File: config.mk
export PLATFORM = sky130hd
export DESIGN_NAME = spm_resp_stage
export DESIGN_NICKNAME = d
export VERILOG_FILES = /design/src/spm_pkg.sv /design/src/spm_resp_stage.sv
export SDC_FILE = /design/constraint.sdc
export NUM_CORES = 1
export LEC_CHECK = 0
export ABC_AREA = 1
export BUFFER_PORTS_ARGS = -buffer_cell sky130_fd_sc_hd__buf_2
export CAP_MARGIN = 20
export CORE_MARGIN = 2
export CORE_UTILIZATION = 45
export CTS_CLUSTER_DIAMETER = 80
export DETAILED_ROUTE_END_ITERATION = 10
export PLACE_DENSITY = 0.83
export SETUP_SLACK_MARGIN = 0.2
export SLEW_MARGIN = 20
export SYNTH_ARGS = -nofsm -noshare
export SYNTH_HDL_FRONTEND = slang
export SYNTH_SLANG_ARGS = --single-unit
File: constraint.sdc
create_clock -name clk_i -period 0.8 [get_ports clk_i]
set_clock_uncertainty 0.1 [all_clocks]
set_input_delay 0.2 -clock clk_i [delete_from_list [all_inputs] [get_ports clk_i]]
set_output_delay 0.2 -clock clk_i [all_outputs]
set_load 0.01 [all_outputs]
File: src/spm_pkg.sv
`default_nettype none

package spm_pkg;

  // Memory geometry
  localparam int unsigned DataWidth     = 32;
  localparam int unsigned NumBytes      = DataWidth / 8;
  localparam int unsigned NumBanks      = 2;
  localparam int unsigned BankWords     = 256;
  localparam int unsigned AddrWidth     = 11;
  localparam int unsigned WordAddrWidth = 8;

  // Access size of a load or store
  typedef enum logic [1:0] {
    SIZE_BYTE = 2'b00,
    SIZE_HALF = 2'b01,
    SIZE_WORD = 2'b10
  } spm_size_e;

  // External request, one per cycle when valid
  typedef struct packed {
    logic                 valid;
    logic                 we;
    spm_size_e            size;
    logic                 sgn;
    logic [AddrWidth-1:0] addr;
    logic [DataWidth-1:0] wdata;
  } spm_req_t;

  // External response, in request order
  typedef struct packed {
    logic                 valid;
    logic                 err;
    logic [DataWidth-1:0] rdata;
  } spm_rsp_t;

  // Aligned bank access from the request stage
  typedef struct packed {
    logic                          valid;
    logic                          we;
    logic                          err;
    logic [$clog2(NumBanks)-1:0]   bank;
    logic [WordAddrWidth-1:0]      word_addr;
    logic [NumBytes-1:0]           be;
    logic [DataWidth-1:0]          wdata;
    logic [$clog2(NumBytes)-1:0]   offset;
    spm_size_e                     size;
    logic                          sgn;
  } spm_acc_t;

  // Side info that travels next to the raw read word
  typedef struct packed {
    logic                        valid;
    logic                        we;
    logic                        err;
    logic [$clog2(NumBytes)-1:0] offset;
    spm_size_e                   size;
    logic                        sgn;
  } spm_lane_t;

endpackage

`default_nettype wire

File: src/spm_resp_stage.sv
`timescale 1ns/1ps
`default_nettype none

module spm_resp_stage (
  input  logic                          clk_i,
  input  logic                          arst_n_i,
  input  spm_pkg::spm_lane_t            lane_i,
  input  logic [spm_pkg::DataWidth-1:0] rword_i,
  output spm_pkg::spm_rsp_t             rsp_o
);

  localparam int unsigned DataWidth = spm_pkg::DataWidth;

  logic [DataWidth-1:0] shifted;
  logic [DataWidth-1:0] extended;
  logic                 load_ok;
  spm_pkg::spm_rsp_t    rsp_d;
  spm_pkg::spm_rsp_t    rsp_q;

  // Bring the addressed lane down to bit 0
  assign shifted = rword_i >> {lane_i.offset, 3'b000};

  always_comb begin
    case (lane_i.size)
      spm_pkg::SIZE_BYTE: begin
        if (lane_i.sgn) begin
          extended = {{(DataWidth-8){shifted[7]}}, shifted[7:0]};
        end else begin
          extended = {{(DataWidth-8){1'b0}}, shifted[7:0]};
        end
      end
      spm_pkg::SIZE_HALF: begin
        if (lane_i.sgn) begin
          extended = {{(DataWidth-16){shifted[15]}}, shifted[15:0]};
        end else begin
          extended = {{(DataWidth-16){1'b0}}, shifted[15:0]};
        end
      end
      default: extended = shifted;
    endcase
  end

  // Stores and errors return zero data
  assign load_ok = lane_i.valid & ~lane_i.we & ~lane_i.err;

  always_comb begin
    rsp_d       = '0;
    rsp_d.valid = lane_i.valid;
    rsp_d.err   = lane_i.valid & lane_i.err;
    rsp_d.rdata = load_ok ? extended : '0;
  end

  always_ff @(posedge clk_i or negedge arst_n_i) begin
    if (!arst_n_i) begin
      rsp_q <= '0;
    end else begin
      rsp_q <= rsp_d;
    end
  end

  assign rsp_o = rsp_q;

endmodule

`default_nettype wire

# Yosys cells after proc, flatten, opt, wreduce, memory -nomap -nowiden
# Cells that the tools add are included.
# word_totals
word_cells	15
input_bits	42
regBits	34
output_inout_bits	34
# op_classes
n_bitwise	5
n_reduce_logical	1
n_eq_ne	1
shifts	1
n_mux	4
# ops
operator	n
32-bit 2-to-1 mux	3
32-bit case mux with 2 select lines	1
32-bit by 5-bit right shift with 32-bit output	1
1-bit bitwise AND	3
2-bit by 1-bit == test with 1-bit output, second input constant	1
2-bit zero test	1
1-bit inverter	2

# Depth between registers and ports, before layout
# logic_depth
depth_word	4
depth_mapped	9
depth_no_buf	7

# Worst setup path before layout
# Ideal clock, no wire load.
# synth_timing
path_type	input-to-reg
startpoint	in lane_i[4] in the netlist's numbering
endpoint	reg rsp_q (netlist bit rsp_o[21])
path_stages	8
required_time_ns	0.589
t_arrival_ns	1.034
path_slack_ns	-0.445
path_buffers	2
setup_time_ns	0.111
cell_sequence	buf_2 -> inv_2 -> nand3_1 -> nand3_4 -> nand3_4 -> buf_8 -> nand2_2 -> inv_2
# synth_lines
item	line_no	rtl
from (decl)	spm_resp_stage.sv:7	input spm_pkg::spm_lane_t lane_i,
to (signal assigned)	spm_resp_stage.sv:57	rsp_q <= rsp_d;
to (decl)	spm_resp_stage.sv:18	spm_pkg::spm_rsp_t rsp_q;

# Worst setup path after layout
# layout_timing
startpoint	reg rsp_q (netlist bit rsp_o[16])
endpoint	out rsp_o[16] in the netlist's numbering
# layout_lines
item	line_no	rtl
to (decl)	spm_resp_stage.sv:9	output spm_pkg::spm_rsp_t rsp_o
# No word-level cell between the ends.

==> qor.yml <==
run_status:
  status: "finished with violations"
  failed_checks: "hold timing, setup timing"
run:
  drv_cap: 0
worst_setup_path:
  worstPathArrival_ps: 870
  end_kind: "primary output"
  crit_buf_inv: 1
  required_ps: 500
  crit_type: "reg2out"
  path_cells: "buf_2"
  slowest_delay_ps: 410
  crit_fanout: 1
  cp-start-kind: "flip-flop"
  worst_path_max_delay_cell: "dfrtp_1"
  cp_top_family: "flip-flops"
drt:
  drt_iter0_drc: 308
  wl_per_cell_um: 20.3
  vias: 2316
  ant_nets: 0
  routed_wl_um: 7980
  drc: 0
  drt-pass1-iter-count: 5
  vias_per_cell: 5.88
grt:
  gr-total-overflow: 0
  grt_pass1_vias: 2207
  grt_antenna_before_repair: 0
  grt_max_degree: 35
  grt_pass1_wl_um: 10400
  globalRouteTotalUtil: 0.311
power:
  ir_drop_v: 0.000875
  intPower_mw: 3.60
  sequentialPowerShare: 0.346
  clockPowerShare: 0.391
  pwr-share-comb: 0.263
  p_sw_mw: 1.54
  leakagePower_nw: 1.79
  p_per_area_nw_per_um2: 1520
  p_sw_frac: 0.299
  power_mw: 5.14
yosys:
  synth.avg_cell_area_sq_um: 7.63
  yosysSeqAreaShare: 0.455
  syn_nets: 287
  ys_seq_elements: 34
  synth_edf_count: 0
  synth_ff_type: "dfrtp_1"
  synth_top_area_share: 0.455
  syn_inst: 245
  synth_cell_types: 20
  synth_area_sq_um: 1870
  yosysWarningCount: 0
  async_reset_ff_frac: 1.00
  yosys.area.top_type: "dfrtp_1"
  synthTopCellsByArea: "dfrtp_1 45%, nand2_1 16%, a21oi_1 8.3%, nand3_1 7.0%, nand2_2 3.7%"
timing:
  tightest_slew_ps: 246
  slew_headroom: 0.835
  setup-violations-final: 66
  post-route-min-period_ps: 1170
  final.setup.tns_ps: -13910
  drv_slew: 0
  finalCritPeriodShare: 1.47
  hold_viol: 35
  fin_ws_ps: -372
  fmax_ghz: 0.853
  holdWs_ps: -264
  rsz0062_at_grt: "yes"
floorplanning:
  io_pins: 76
  fp-row-count: 23
  die_h_um: 68.5
  start_util: 0.468
  dieArea_sq_um: 4690
  die_w_um: 68.5
  core_area_sq_um: 4000
placed_design:
  place_hpwl_um: 3490
  place_ws_ps: -621
  portBuffers: 75
  gp_congestion: 0.877
cts:
  cts_tree: "done"
  clk_pin_slew_worst_paths_ps: 90
  clockBufferDepth: 2
  clock-sinks: 34
  cts_root_buf: "clkbuf_8"
  cts_max_level: 2
  numCtsBuffers: 5
final_layout:
  largest_register_ffs: 34
  final_cell_mix: "71 x buf_2, 40 x nand2_2, 37 x nand2_1, 34 x dfrtp_1, 23 x a21oi_2"
  layout_commonest_cell: "buf_2"
  nNetsFinal: 385
  diodes: 0
  final_layout_size_suffix_gt1_frac: 0.692
  area_growth_pct: 80.1
min_path:
  hold_class: "in2async"
## per-layer routing
metal / track usage / routed length (um)
met1: 0.355 / 2820
met2: 0.518 / 3850
met3: 0.0773 / 796
met4: 0.193 / 516
met5: 0 / 0
## layout make-up
type                       count  area (sq um)
sequential                    34           851
timing repair inverter         1          11.3
inverter                      24           131
clock buffer                   5          68.8
multi-input combinational    171          1270
timing repair buffer         106           902
fill                         187           631
clock inverter                 3          68.8
tap                           50          62.6
## metrics by stage
step | hold WS, ps | instances | instance area, sq um | utilization
finish | -264 | 394 | 3370 | 0.842
global route | -255 | 394 | 3370 | 0.842
CTS | -236 | 390 | 3090 | 0.774
detailed placement | 69.7 | 372 | 2460 | 0.615
global placement | 68.6 | 372 | 2460 | 0.615
floorplan | -196 | 245 | 2010 | -
## synth_stat cells (2+ instances only)
| master | instances |
|---|---|
| nand3_4 | 2 |
| buf_2 | 6 |
| dfrtp_1 | 34 |
| clkbuf_1 | 7 |
| buf_6 | 2 |
| nand2_1 | 82 |
| inv_1 | 11 |
| inv_2 | 12 |
| nand2_2 | 11 |
| a21oi_1 | 31 |
| nand3_1 | 26 |
| or2_2 | 7 |
| o211ai_1 | 7 |
## what timing repair did
action,CTS,global route
hold endpoints to repair,34,34
endpoints found under the setup margin,66,66
cloned,6,3
pin swaps,29,26
buffers inserted,4,1
gates resized for setup,83,53
## power by group through the flow
stage	Combinational [mW]	Clock (mW)	Sequential [mW]
2_1_floorplan	0.471	0	1.84
3_3_place_gp	0.788	0	1.81
3_5_place_dp	0.804	0	1.81
4_1_cts	1.11	1.93	1.78
5_1_grt	1.42	2.10	1.78
6_report	1.35	2.01	1.78
## worst max path at each step
| stage | start | end | slack (ps) | cells after the start |
|---|---|---|---|---|
| 3_5_place_dp | lane_i[3] | rsp_o[18] | -620 | 8 |
| 3_3_place_gp | lane_i[3] | rsp_o[21] | -550 | 8 |
| 6_report | rsp_o[16] | rsp_o[16] | -370 | 1 |
| 5_1_grt | rsp_o[17] | rsp_o[17] | -390 | 1 |
| 2_1_floorplan | lane_i[2] | rsp_o[21] | -380 | 9 |
| 4_1_cts | rsp_o[17] | rsp_o[17] | -340 | 1 |
## cells by family (layout without fill, tap and decap cells)
| kind of cell | Yosys count | count (layout) | share of synthesized area |
|---|---|---|---|
| compound gates | 38 | 38 | 0.111 |
| buf+inv | 41 | 139 | 0.104 |
| simple gates | 132 | 133 | 0.330 |
| flops | 34 | 34 | 0.455 |
Power figures use the tool's default switching activity.
