<file path="config.mk">
export PLATFORM = sky130hd
export DESIGN_NAME = spm_req_stage
export DESIGN_NICKNAME = d
export VERILOG_FILES = /design/src/spm_pkg.sv /design/src/spm_req_stage.sv
export SDC_FILE = /design/constraint.sdc
export NUM_CORES = 1
export LEC_CHECK = 0
export BUFFER_PORTS_ARGS = -buffer_cell sky130_fd_sc_hd__buf_4
export CORE_MARGIN = 2
export CORE_UTILIZATION = 35
export DETAILED_ROUTE_END_ITERATION = 10
export GPL_TIMING_DRIVEN = 0
export PLACE_DENSITY_LB_ADDON = 0.2
export SYNTH_ARGS = -nofsm -noshare
export SYNTH_HDL_FRONTEND = slang
export SYNTH_SLANG_ARGS = --single-unit
</file>
<file path="constraint.sdc">
create_clock -name clk_i -period 1.8 [get_ports clk_i]
set_clock_uncertainty 0.2 [all_clocks]
set_input_delay 0.45 -clock clk_i [delete_from_list [all_inputs] [get_ports clk_i]]
set_output_delay 0.45 -clock clk_i [all_outputs]
set_load 0.02 [all_outputs]
</file>
<file path="src/spm_pkg.sv">
`default_nettype none

package spm_pkg;

  // Memory geometry
  localparam int unsigned DataWidth     = 32;
  localparam int unsigned NumBytes      = DataWidth / 8;
  localparam int unsigned NumBanks      = 2;
  localparam int unsigned BankWords     = 256;
  localparam int unsigned AddrWidth     = 11;
  localparam int unsigned WordAddrWidth = 8;

  // Access size of a load or store
  typedef enum logic [1:0] {
    SIZE_BYTE = 2'b00,
    SIZE_HALF = 2'b01,
    SIZE_WORD = 2'b10
  } spm_size_e;

  // External request, one per cycle when valid
  typedef struct packed {
    logic                 valid;
    logic                 we;
    spm_size_e            size;
    logic                 sgn;
    logic [AddrWidth-1:0] addr;
    logic [DataWidth-1:0] wdata;
  } spm_req_t;

  // External response, in request order
  typedef struct packed {
    logic                 valid;
    logic                 err;
    logic [DataWidth-1:0] rdata;
  } spm_rsp_t;

  // Aligned bank access from the request stage
  typedef struct packed {
    logic                          valid;
    logic                          we;
    logic                          err;
    logic [$clog2(NumBanks)-1:0]   bank;
    logic [WordAddrWidth-1:0]      word_addr;
    logic [NumBytes-1:0]           be;
    logic [DataWidth-1:0]          wdata;
    logic [$clog2(NumBytes)-1:0]   offset;
    spm_size_e                     size;
    logic                          sgn;
  } spm_acc_t;

  // Side info that travels next to the raw read word
  typedef struct packed {
    logic                        valid;
    logic                        we;
    logic                        err;
    logic [$clog2(NumBytes)-1:0] offset;
    spm_size_e                   size;
    logic                        sgn;
  } spm_lane_t;

endpackage

`default_nettype wire

</file>
<file path="src/spm_req_stage.sv">
`timescale 1ns/1ps
`default_nettype none

module spm_req_stage (
  input  logic              clk_i,
  input  logic              arst_n_i,
  input  spm_pkg::spm_req_t req_i,
  output spm_pkg::spm_acc_t acc_o
);

  localparam int unsigned OffWidth  = $clog2(spm_pkg::NumBytes);
  localparam int unsigned BankWidth = $clog2(spm_pkg::NumBanks);
  localparam int unsigned NumBytes  = spm_pkg::NumBytes;

  localparam logic [NumBytes-1:0] ByteMask = NumBytes'(1);
  localparam logic [NumBytes-1:0] HalfMask = NumBytes'(3);
  localparam logic [NumBytes-1:0] WordMask = '1;

  logic [OffWidth-1:0] offset;
  logic                misaligned;
  logic [NumBytes-1:0] be;
  logic [spm_pkg::DataWidth-1:0] wdata_rep;

  spm_pkg::spm_acc_t acc_d;
  spm_pkg::spm_acc_t acc_q;
  logic              acc_valid_q;

  assign offset = req_i.addr[OffWidth-1:0];

  // Alignment check and lane mask by access size
  always_comb begin
    misaligned = 1'b0;
    be         = '0;
    wdata_rep  = req_i.wdata;
    case (req_i.size)
      spm_pkg::SIZE_BYTE: begin
        be        = ByteMask << offset;
        wdata_rep = {NumBytes{req_i.wdata[7:0]}};
      end
      spm_pkg::SIZE_HALF: begin
        misaligned = offset[0];
        be         = HalfMask << offset;
        wdata_rep  = {(NumBytes/2){req_i.wdata[15:0]}};
      end
      spm_pkg::SIZE_WORD: begin
        misaligned = (offset != '0);
        be         = WordMask;
      end
      // Reserved size encoding is treated as an error
      default: misaligned = 1'b1;
    endcase
  end

  always_comb begin
    acc_d           = '0;
    acc_d.valid     = req_i.valid;
    acc_d.we        = req_i.we;
    acc_d.err       = req_i.valid & misaligned;
    acc_d.bank      = req_i.addr[OffWidth +: BankWidth];
    acc_d.word_addr = req_i.addr[OffWidth+BankWidth +: spm_pkg::WordAddrWidth];
    // No byte may be written for an erroring access
    acc_d.be        = misaligned ? '0 : be;
    acc_d.wdata     = wdata_rep;
    acc_d.offset    = offset;
    acc_d.size      = req_i.size;
    acc_d.sgn       = req_i.sgn;
  end

  always_ff @(posedge clk_i or negedge arst_n_i) begin
    if (!arst_n_i) begin
      acc_valid_q <= 1'b0;
    end else begin
      acc_valid_q <= acc_d.valid;
    end
  end

  // Payload only moves with a valid request
  always_ff @(posedge clk_i) begin
    if (acc_d.valid) begin
      acc_q <= acc_d;
    end
  end

  always_comb begin
    acc_o       = acc_q;
    acc_o.valid = acc_valid_q;
  end

endmodule

`default_nettype wire

</file>
Word level (Yosys, flattened, before mapping):

Cells that the tools add are included.

* eq/ne operators: 2
* shifts and indexed selects: 2
* multiplexer cells: 3
* bitwise operators: 1
* reductions and logical operators: 2

Operators with widths (number)
* $pmux W32 S2: 1
* $pmux W4 S3: 1
* $shl A1 B2 Y4 const A: 1
* $shl A2 B2 Y4 const A: 1
* $pmux W1 S3: 1
* $eq A2 B1 Y1 const B: 1
* $eq A2 B2 Y1 const B: 1
* $logic_not A2 Y1: 1
* $reduce_bool A2 Y1: 1
* $and A1 B1 Y1: 1

* flip-flop bits (word level): 53
* word-level logic and storage cells: 20

Longest topological paths before layout:

Gate-level depths: netlist of the first run.

* depth after elaboration: 3
* mapped depth: 4
* gate-level depth less buffers: 2

Worst setup path after synthesis of the first run:

Ideal clock, no wire load.

* path type: input to register
* start: in req_i[44] in the netlist's numbering
* end: reg acc_q, in the netlist acc_o[13] (data pin)
* library setup time: 0.260 ns
* data arrival time: 1.167 ns
* data required time: 1.340 ns
* path slack: 0.173 ns
* cell stages on the path: 3
* path buffers: 1
* path through: buf_6 -> nor2_2 -> mux2_2

RTL lines
* start, declared: RTL line spm_req_stage.sv:7 `input spm_pkg::spm_req_t req_i,`
* end signal, assigned: RTL line spm_req_stage.sv:80 `acc_q <= acc_d;`
* end, declared: RTL line spm_req_stage.sv:25 `spm_pkg::spm_acc_t acc_q;`

==> results of run 1 <==
## flip-flops by register name, summed over array words and instances, names as in the netlist
name and count:
acc_valid_q 1, acc_o 52
## power breakdown
group	internal [µW]	switching [µW]	total, µW	leakage [µW]
clock	552	389	942	0.0000681
sequential	1480	28.6	1500	0.000519
combinational	244	264	509	0.000688
total	2270	682	2950	0.00128
## kinds of logic (layout without fill, tap and decap cells)
logic type,Yosys count,after routing,share of synthesized area (%)
multiplexers,24,24,12.7
flip-flops,53,53,77.2
buffers and inverters,6,117,2.13
XOR/XNOR,1,1,0.426
AND/OR/NAND/NOR,13,13,3.35
AO/OA/AOI/OAI,14,14,4.20
## layout make-up
class | count | area, µm² | share of cell area, %
Clock buffer | 5 | 68.8 | 2.25
Sequential cell | 53 | 1590 | 51.9
Tap cell | 72 | 90.1 | 2.95
Buffer | 6 | 43.8 | 1.43
Timing Repair Buffer | 103 | 776 | 25.4
Clock inverter | 3 | 65.1 | 2.13
Multi-Input combinational cell | 52 | 424 | 13.9
## layer usage
layer  vias to the layer above  GRT usage (%)
li1                        648              -
met1                       615           17.5
met2                        79           21.0
met3                         8           6.40
met4                         0           4.58
met5                         -              0
## worst min path at each step
stage	from	endpoint	slack [ns]	cells past startpoint
detailed placement	arst_n_i	acc_valid_q$_DFF_PN0_	0.03	1
CTS	req_i[43]	acc_o[0]$_DFFE_PP_	0.11	1
finish	req_i[34]	acc_o[49]$_DFFE_PP_	0.12	1
global route	req_i[34]	acc_o[49]$_DFFE_PP_	0.09	1
global placement	arst_n_i	acc_valid_q$_DFF_PN0_	0.03	1
floorplan	arst_n_i	acc_valid_q$_DFF_PN0_	-0.05	0
## worst max-delay path, stage by stage
cell and delay (ns):
buf_4 0.12, buf_6 0.12, nor2_2 0.46, mux2_2 0.40
## through the flow
stage                     instance area, µm²  util (%)  instances  setup WS (ns)
final                                   3050      54.8        294          0.104
after global routing                    3050      54.8        294         0.0998
after CTS                               3050      54.8        294          0.131
after detailed placement                2910      52.2        285         -0.213
after global placement                  2910      52.2        285         -0.205
after floorplan                         2050         -        111          0.173
## layout by cell type, fill, tap and decap left out, types with 2 or more instances in the layout
cell / n
nand2_1: 8
edfxtp_1: 52
o21ai_0: 8
mux2i_1: 8
a21oi_1: 2
buf_2: 2
mux2_2: 16
clkbuf_8: 5
bufinv_16: 2
buf_4: 105
==> flow_summary.ini, run 1 <==
[run_status]
status = finished clean

[synthesis]
synth_top_area_share_pct = 76.0
postSynthAreaPerCell_um2 = 18.5
syn-num-nets = 161
ys_types = 20
synth_area_um2 = 2050
yosysMostFrequentCell = edfxtp_1
yosysWarnings = 0
synthTopCellsByArea = edfxtp_1 76%, mux2_2 8.8%, mux2i_1 3.9%, o21ai_0 1.9%, nand2_1 1.5%
ys_seq_area_share_pct = 77.2
yosysTopAreaCell = edfxtp_1
synth_cells = 111
synthTopCellsByCount = 52 x edfxtp_1, 16 x mux2_2, 8 x mux2i_1, 8 x nand2_1, 8 x o21ai_0
synth_edf_count = 52
ys_ff_latch = 53
synth_flop_cell = edfxtp_1
async_flop_share_pct = 1.89

[drt]
wl_met1_um = 1850
dr.pass1.iters = 4
drt_iter0_drc = 39
wl_met2_um = 1980
drc = 0
highest_layer = met4
wl_um = 4470
drtAntennaViolNets = 0
wl_per_cell_um = 15.2
wl_met3_um = 590
vias = 1350
drt-vias-per-instance = 4.59

[sta]
slew_headroom_pct = 55.1
worst_hold_slack_ns = 0.117
setup_viol = 0
timing.fmax_mhz = 590
fin_setup_tns_ns = 0
worst_pin_slew_ns = 0.674
fin_crit_ns = 1.70
grt_setup_unrepaired = no
post-route-period-util_pct = 94.2
finalHoldViolCount = 0
report.final.slew_viol_count = 0

[clocking]
cts_setup_buffers = 0
post_cts_resized = 0
root_buffer = clkbuf_8
hold_buffers = 1
clkSlewWorstSetupHoldPaths_ns = 0.09
numCtsBuffers = 5
cts_sinks = 53
ctsLongestPathBuffers = 2
htree_levels = 2
tritoncts = done

[job]
max_cap_violations = 0

[grt]
track_usage_pct = 13.8
grt_start_max_net_pins = 55
antenna_found_initial = 0
grt_pass1_vias = 1319
grt_pass1_wl_um = 6650
overflow = 0

[worst_setup_path]
critPathArrivalTime_ns = 1.56
endpoint_kind = flip-flop
path_max_fanout = 8
cp-startpoint = req_i[44]
crit_path_start_kind = input port
crit_type = input port to flip-flop
crit_path_end = acc_o[19]$_DFFE_PP_
cp.required_ns = 1.66

[cells_and_area]
antenna_cells = 0
drive_gt1_share_pct = 61.3
syn2layout_area_growth_pct = 48.7
fin_nets = 271
n_fill_cell = 499

[floorplan]
die_w_um = 80.6
fp.dieH_um = 80.6
num_rows = 27
design.core.area_um2 = 5570
boundaryPins = 103
start_util_pct = 36.9
dieArea_um2 = 6500

[pwr]
power.total_uw = 2950
leakage_uw = 0.00128
vdd_drop_max_mv = 0.378
power_density_nw_per_um2 = 967

[placed_design]
gp_congestion = 0.684
port-buffer-count = 102

[worst_hold_path]
hold_path.class = input port to flip-flop
No activity file was read; power rests on OpenSTA's default activity.
==> run 2: changes to the inputs <==
--- a/config.mk
+++ b/config.mk
@@ -7,7 +7,7 @@
 export LEC_CHECK = 0
 export BUFFER_PORTS_ARGS = -buffer_cell sky130_fd_sc_hd__buf_4
 export CORE_MARGIN = 2
-export CORE_UTILIZATION = 35
+export CORE_UTILIZATION = 48
 export DETAILED_ROUTE_END_ITERATION = 10
 export GPL_TIMING_DRIVEN = 0
 export PLACE_DENSITY_LB_ADDON = 0.2
==> run 2 against run 1 <==
  * Hold slack improved by 0.011 ns
  * Via count rose by 2.0%
  * Highest routed layer unchanged
  * Sequential share of layout area rose by 1.5 points
  * Largest power group unchanged
  * Critical path depth did not move
==> flow_summary.ini, run 2 (synthesis gave the netlist of run 1 again) <==
[run_status]
status = finished clean

[sta]
finalHoldViolCount = 0
setup_ws_ns = 0.148
post-route-period-util_pct = 91.8
timing.fmax_mhz = 605
worst_pin_slew_ns = 0.655
worst_hold_slack_ns = 0.127
grt_setup_unrepaired = no
report.final.slew_viol_count = 0
fin_crit_ns = 1.65
setup_viol = 0
slew_headroom_pct = 56.3

[drt]
drt-vias-per-instance = 5.08
drt_iter0_drc = 131
dr.pass1.iters = 4
wl_met2_um = 2610
drtAntennaViolNets = 0
vias = 1377
wl_met3_um = 319
wl_per_cell_um = 17.1
wl_met1_um = 1570
wl_um = 4630
drc = 0
highest_layer = met4

[clocking]
post_cts_resized = 0
numCtsBuffers = 5
tritoncts = done
ctsLongestPathBuffers = 2
hold_buffers = 1
root_buffer = clkbuf_8
htree_levels = 2
cts_setup_buffers = 0
clkSlewWorstSetupHoldPaths_ns = 0.08
cts_sinks = 53

[cells_and_area]
n_fill_cell = 265
most-common-layout-cells = 105 x buf_4, 52 x edfxtp_1, 16 x mux2_2
drive_gt1_share_pct = 60.2
largest_reg_flops = 52
syn2layout_area_growth_pct = 44.5
fin_nets = 271
antenna_cells = 0
final_common_cell = buf_4

[grt]
track_usage_pct = 20.2
antenna_found_initial = 0
overflow = 0
grt_start_max_net_pins = 55
grt_pass1_vias = 1500
grt_pass1_wl_um = 7380

[floorplan]
start_util_pct = 50.6
fp.dieH_um = 69.4
num_rows = 23
dieArea_um2 = 4820
die_w_um = 69.4
boundaryPins = 103
design.core.area_um2 = 4060

[placed_design]
port-buffer-count = 102
place_worst_setup_slack_ns = -0.195
hpwl_um = 3490
gp_congestion = 0.746

[worst_setup_path]
crit_path_start_kind = input port
critPathArrivalTime_ns = 1.50
path_max_fanout = 8
crit_type = input port to flip-flop
endpoint_kind = flip-flop
cp.required_ns = 1.65

[job]
max_cap_violations = 0

[pwr]
leakage_uw = 0.00125
power.total_uw = 2620
vdd_drop_max_mv = 0.685
power_density_nw_per_um2 = 883

[worst_hold_path]
hold_path.class = input port to flip-flop
-- run 2: changes by cell type in the layout (fill, tap and decap cells not counted) --
cell	before	now
bufinv_16	2	0
clkinv_1	0	1
clkbuf_1	0	1
clkinv_2	1	0
-- run 2: final cells by class --
type                            instances  area, µm²  area share (%)
Tap cell                               50       62.6            2.11
Timing Repair Buffer                  103        776            26.1
Sequential cell                        53       1590            53.4
Clock inverter                          1       3.75           0.126
Multi-Input combinational cell         52        424            14.3
Clock buffer                            6       72.6            2.44
Buffer                                  6       43.8            1.47
-- run 2: final timing paths --
check	end	cells after the start	start
max in group asynchronous	acc_valid_q$_DFF_PN0_	2	arst_n_i
max	acc_o[14]$_DFFE_PP_	4	req_i[44]
min in group asynchronous	acc_valid_q$_DFF_PN0_	2	arst_n_i
min	acc_o[46]$_DFFE_PP_	1	req_i[40]
-- run 2: metal layers --
layer	vias up	GRT usage (%)
met2	72	35.5
met5	-	0
met3	12	6.83
met1	646	21.9
met4	0	9.15
li1	647	-
-- run 2: critical path: stages --
cell    delay, ns
buf_4        0.11
buf_6        0.12
nor2_2       0.40
mux2_2       0.40
-- run 2: report_power, final --
| group | internal [µW] | switching (µW) | total, µW |
|---|---|---|---|
| logic | 245 | 268 | 513 |
| registers | 1480 | 30.6 | 1510 |
| clock network | 263 | 339 | 602 |
-- run 2: metrics by stage --
stage	area, µm²	setup TNS, ns	cells	util, %
final	2970	0	271	73.2
after global placement	2880	-1.12	263	71.0
after detailed placement	2880	-1.57	263	71.0
after global routing	2970	0	271	73.2
after floorplan	2050	0	111	-
after CTS	2970	0	271	73.2
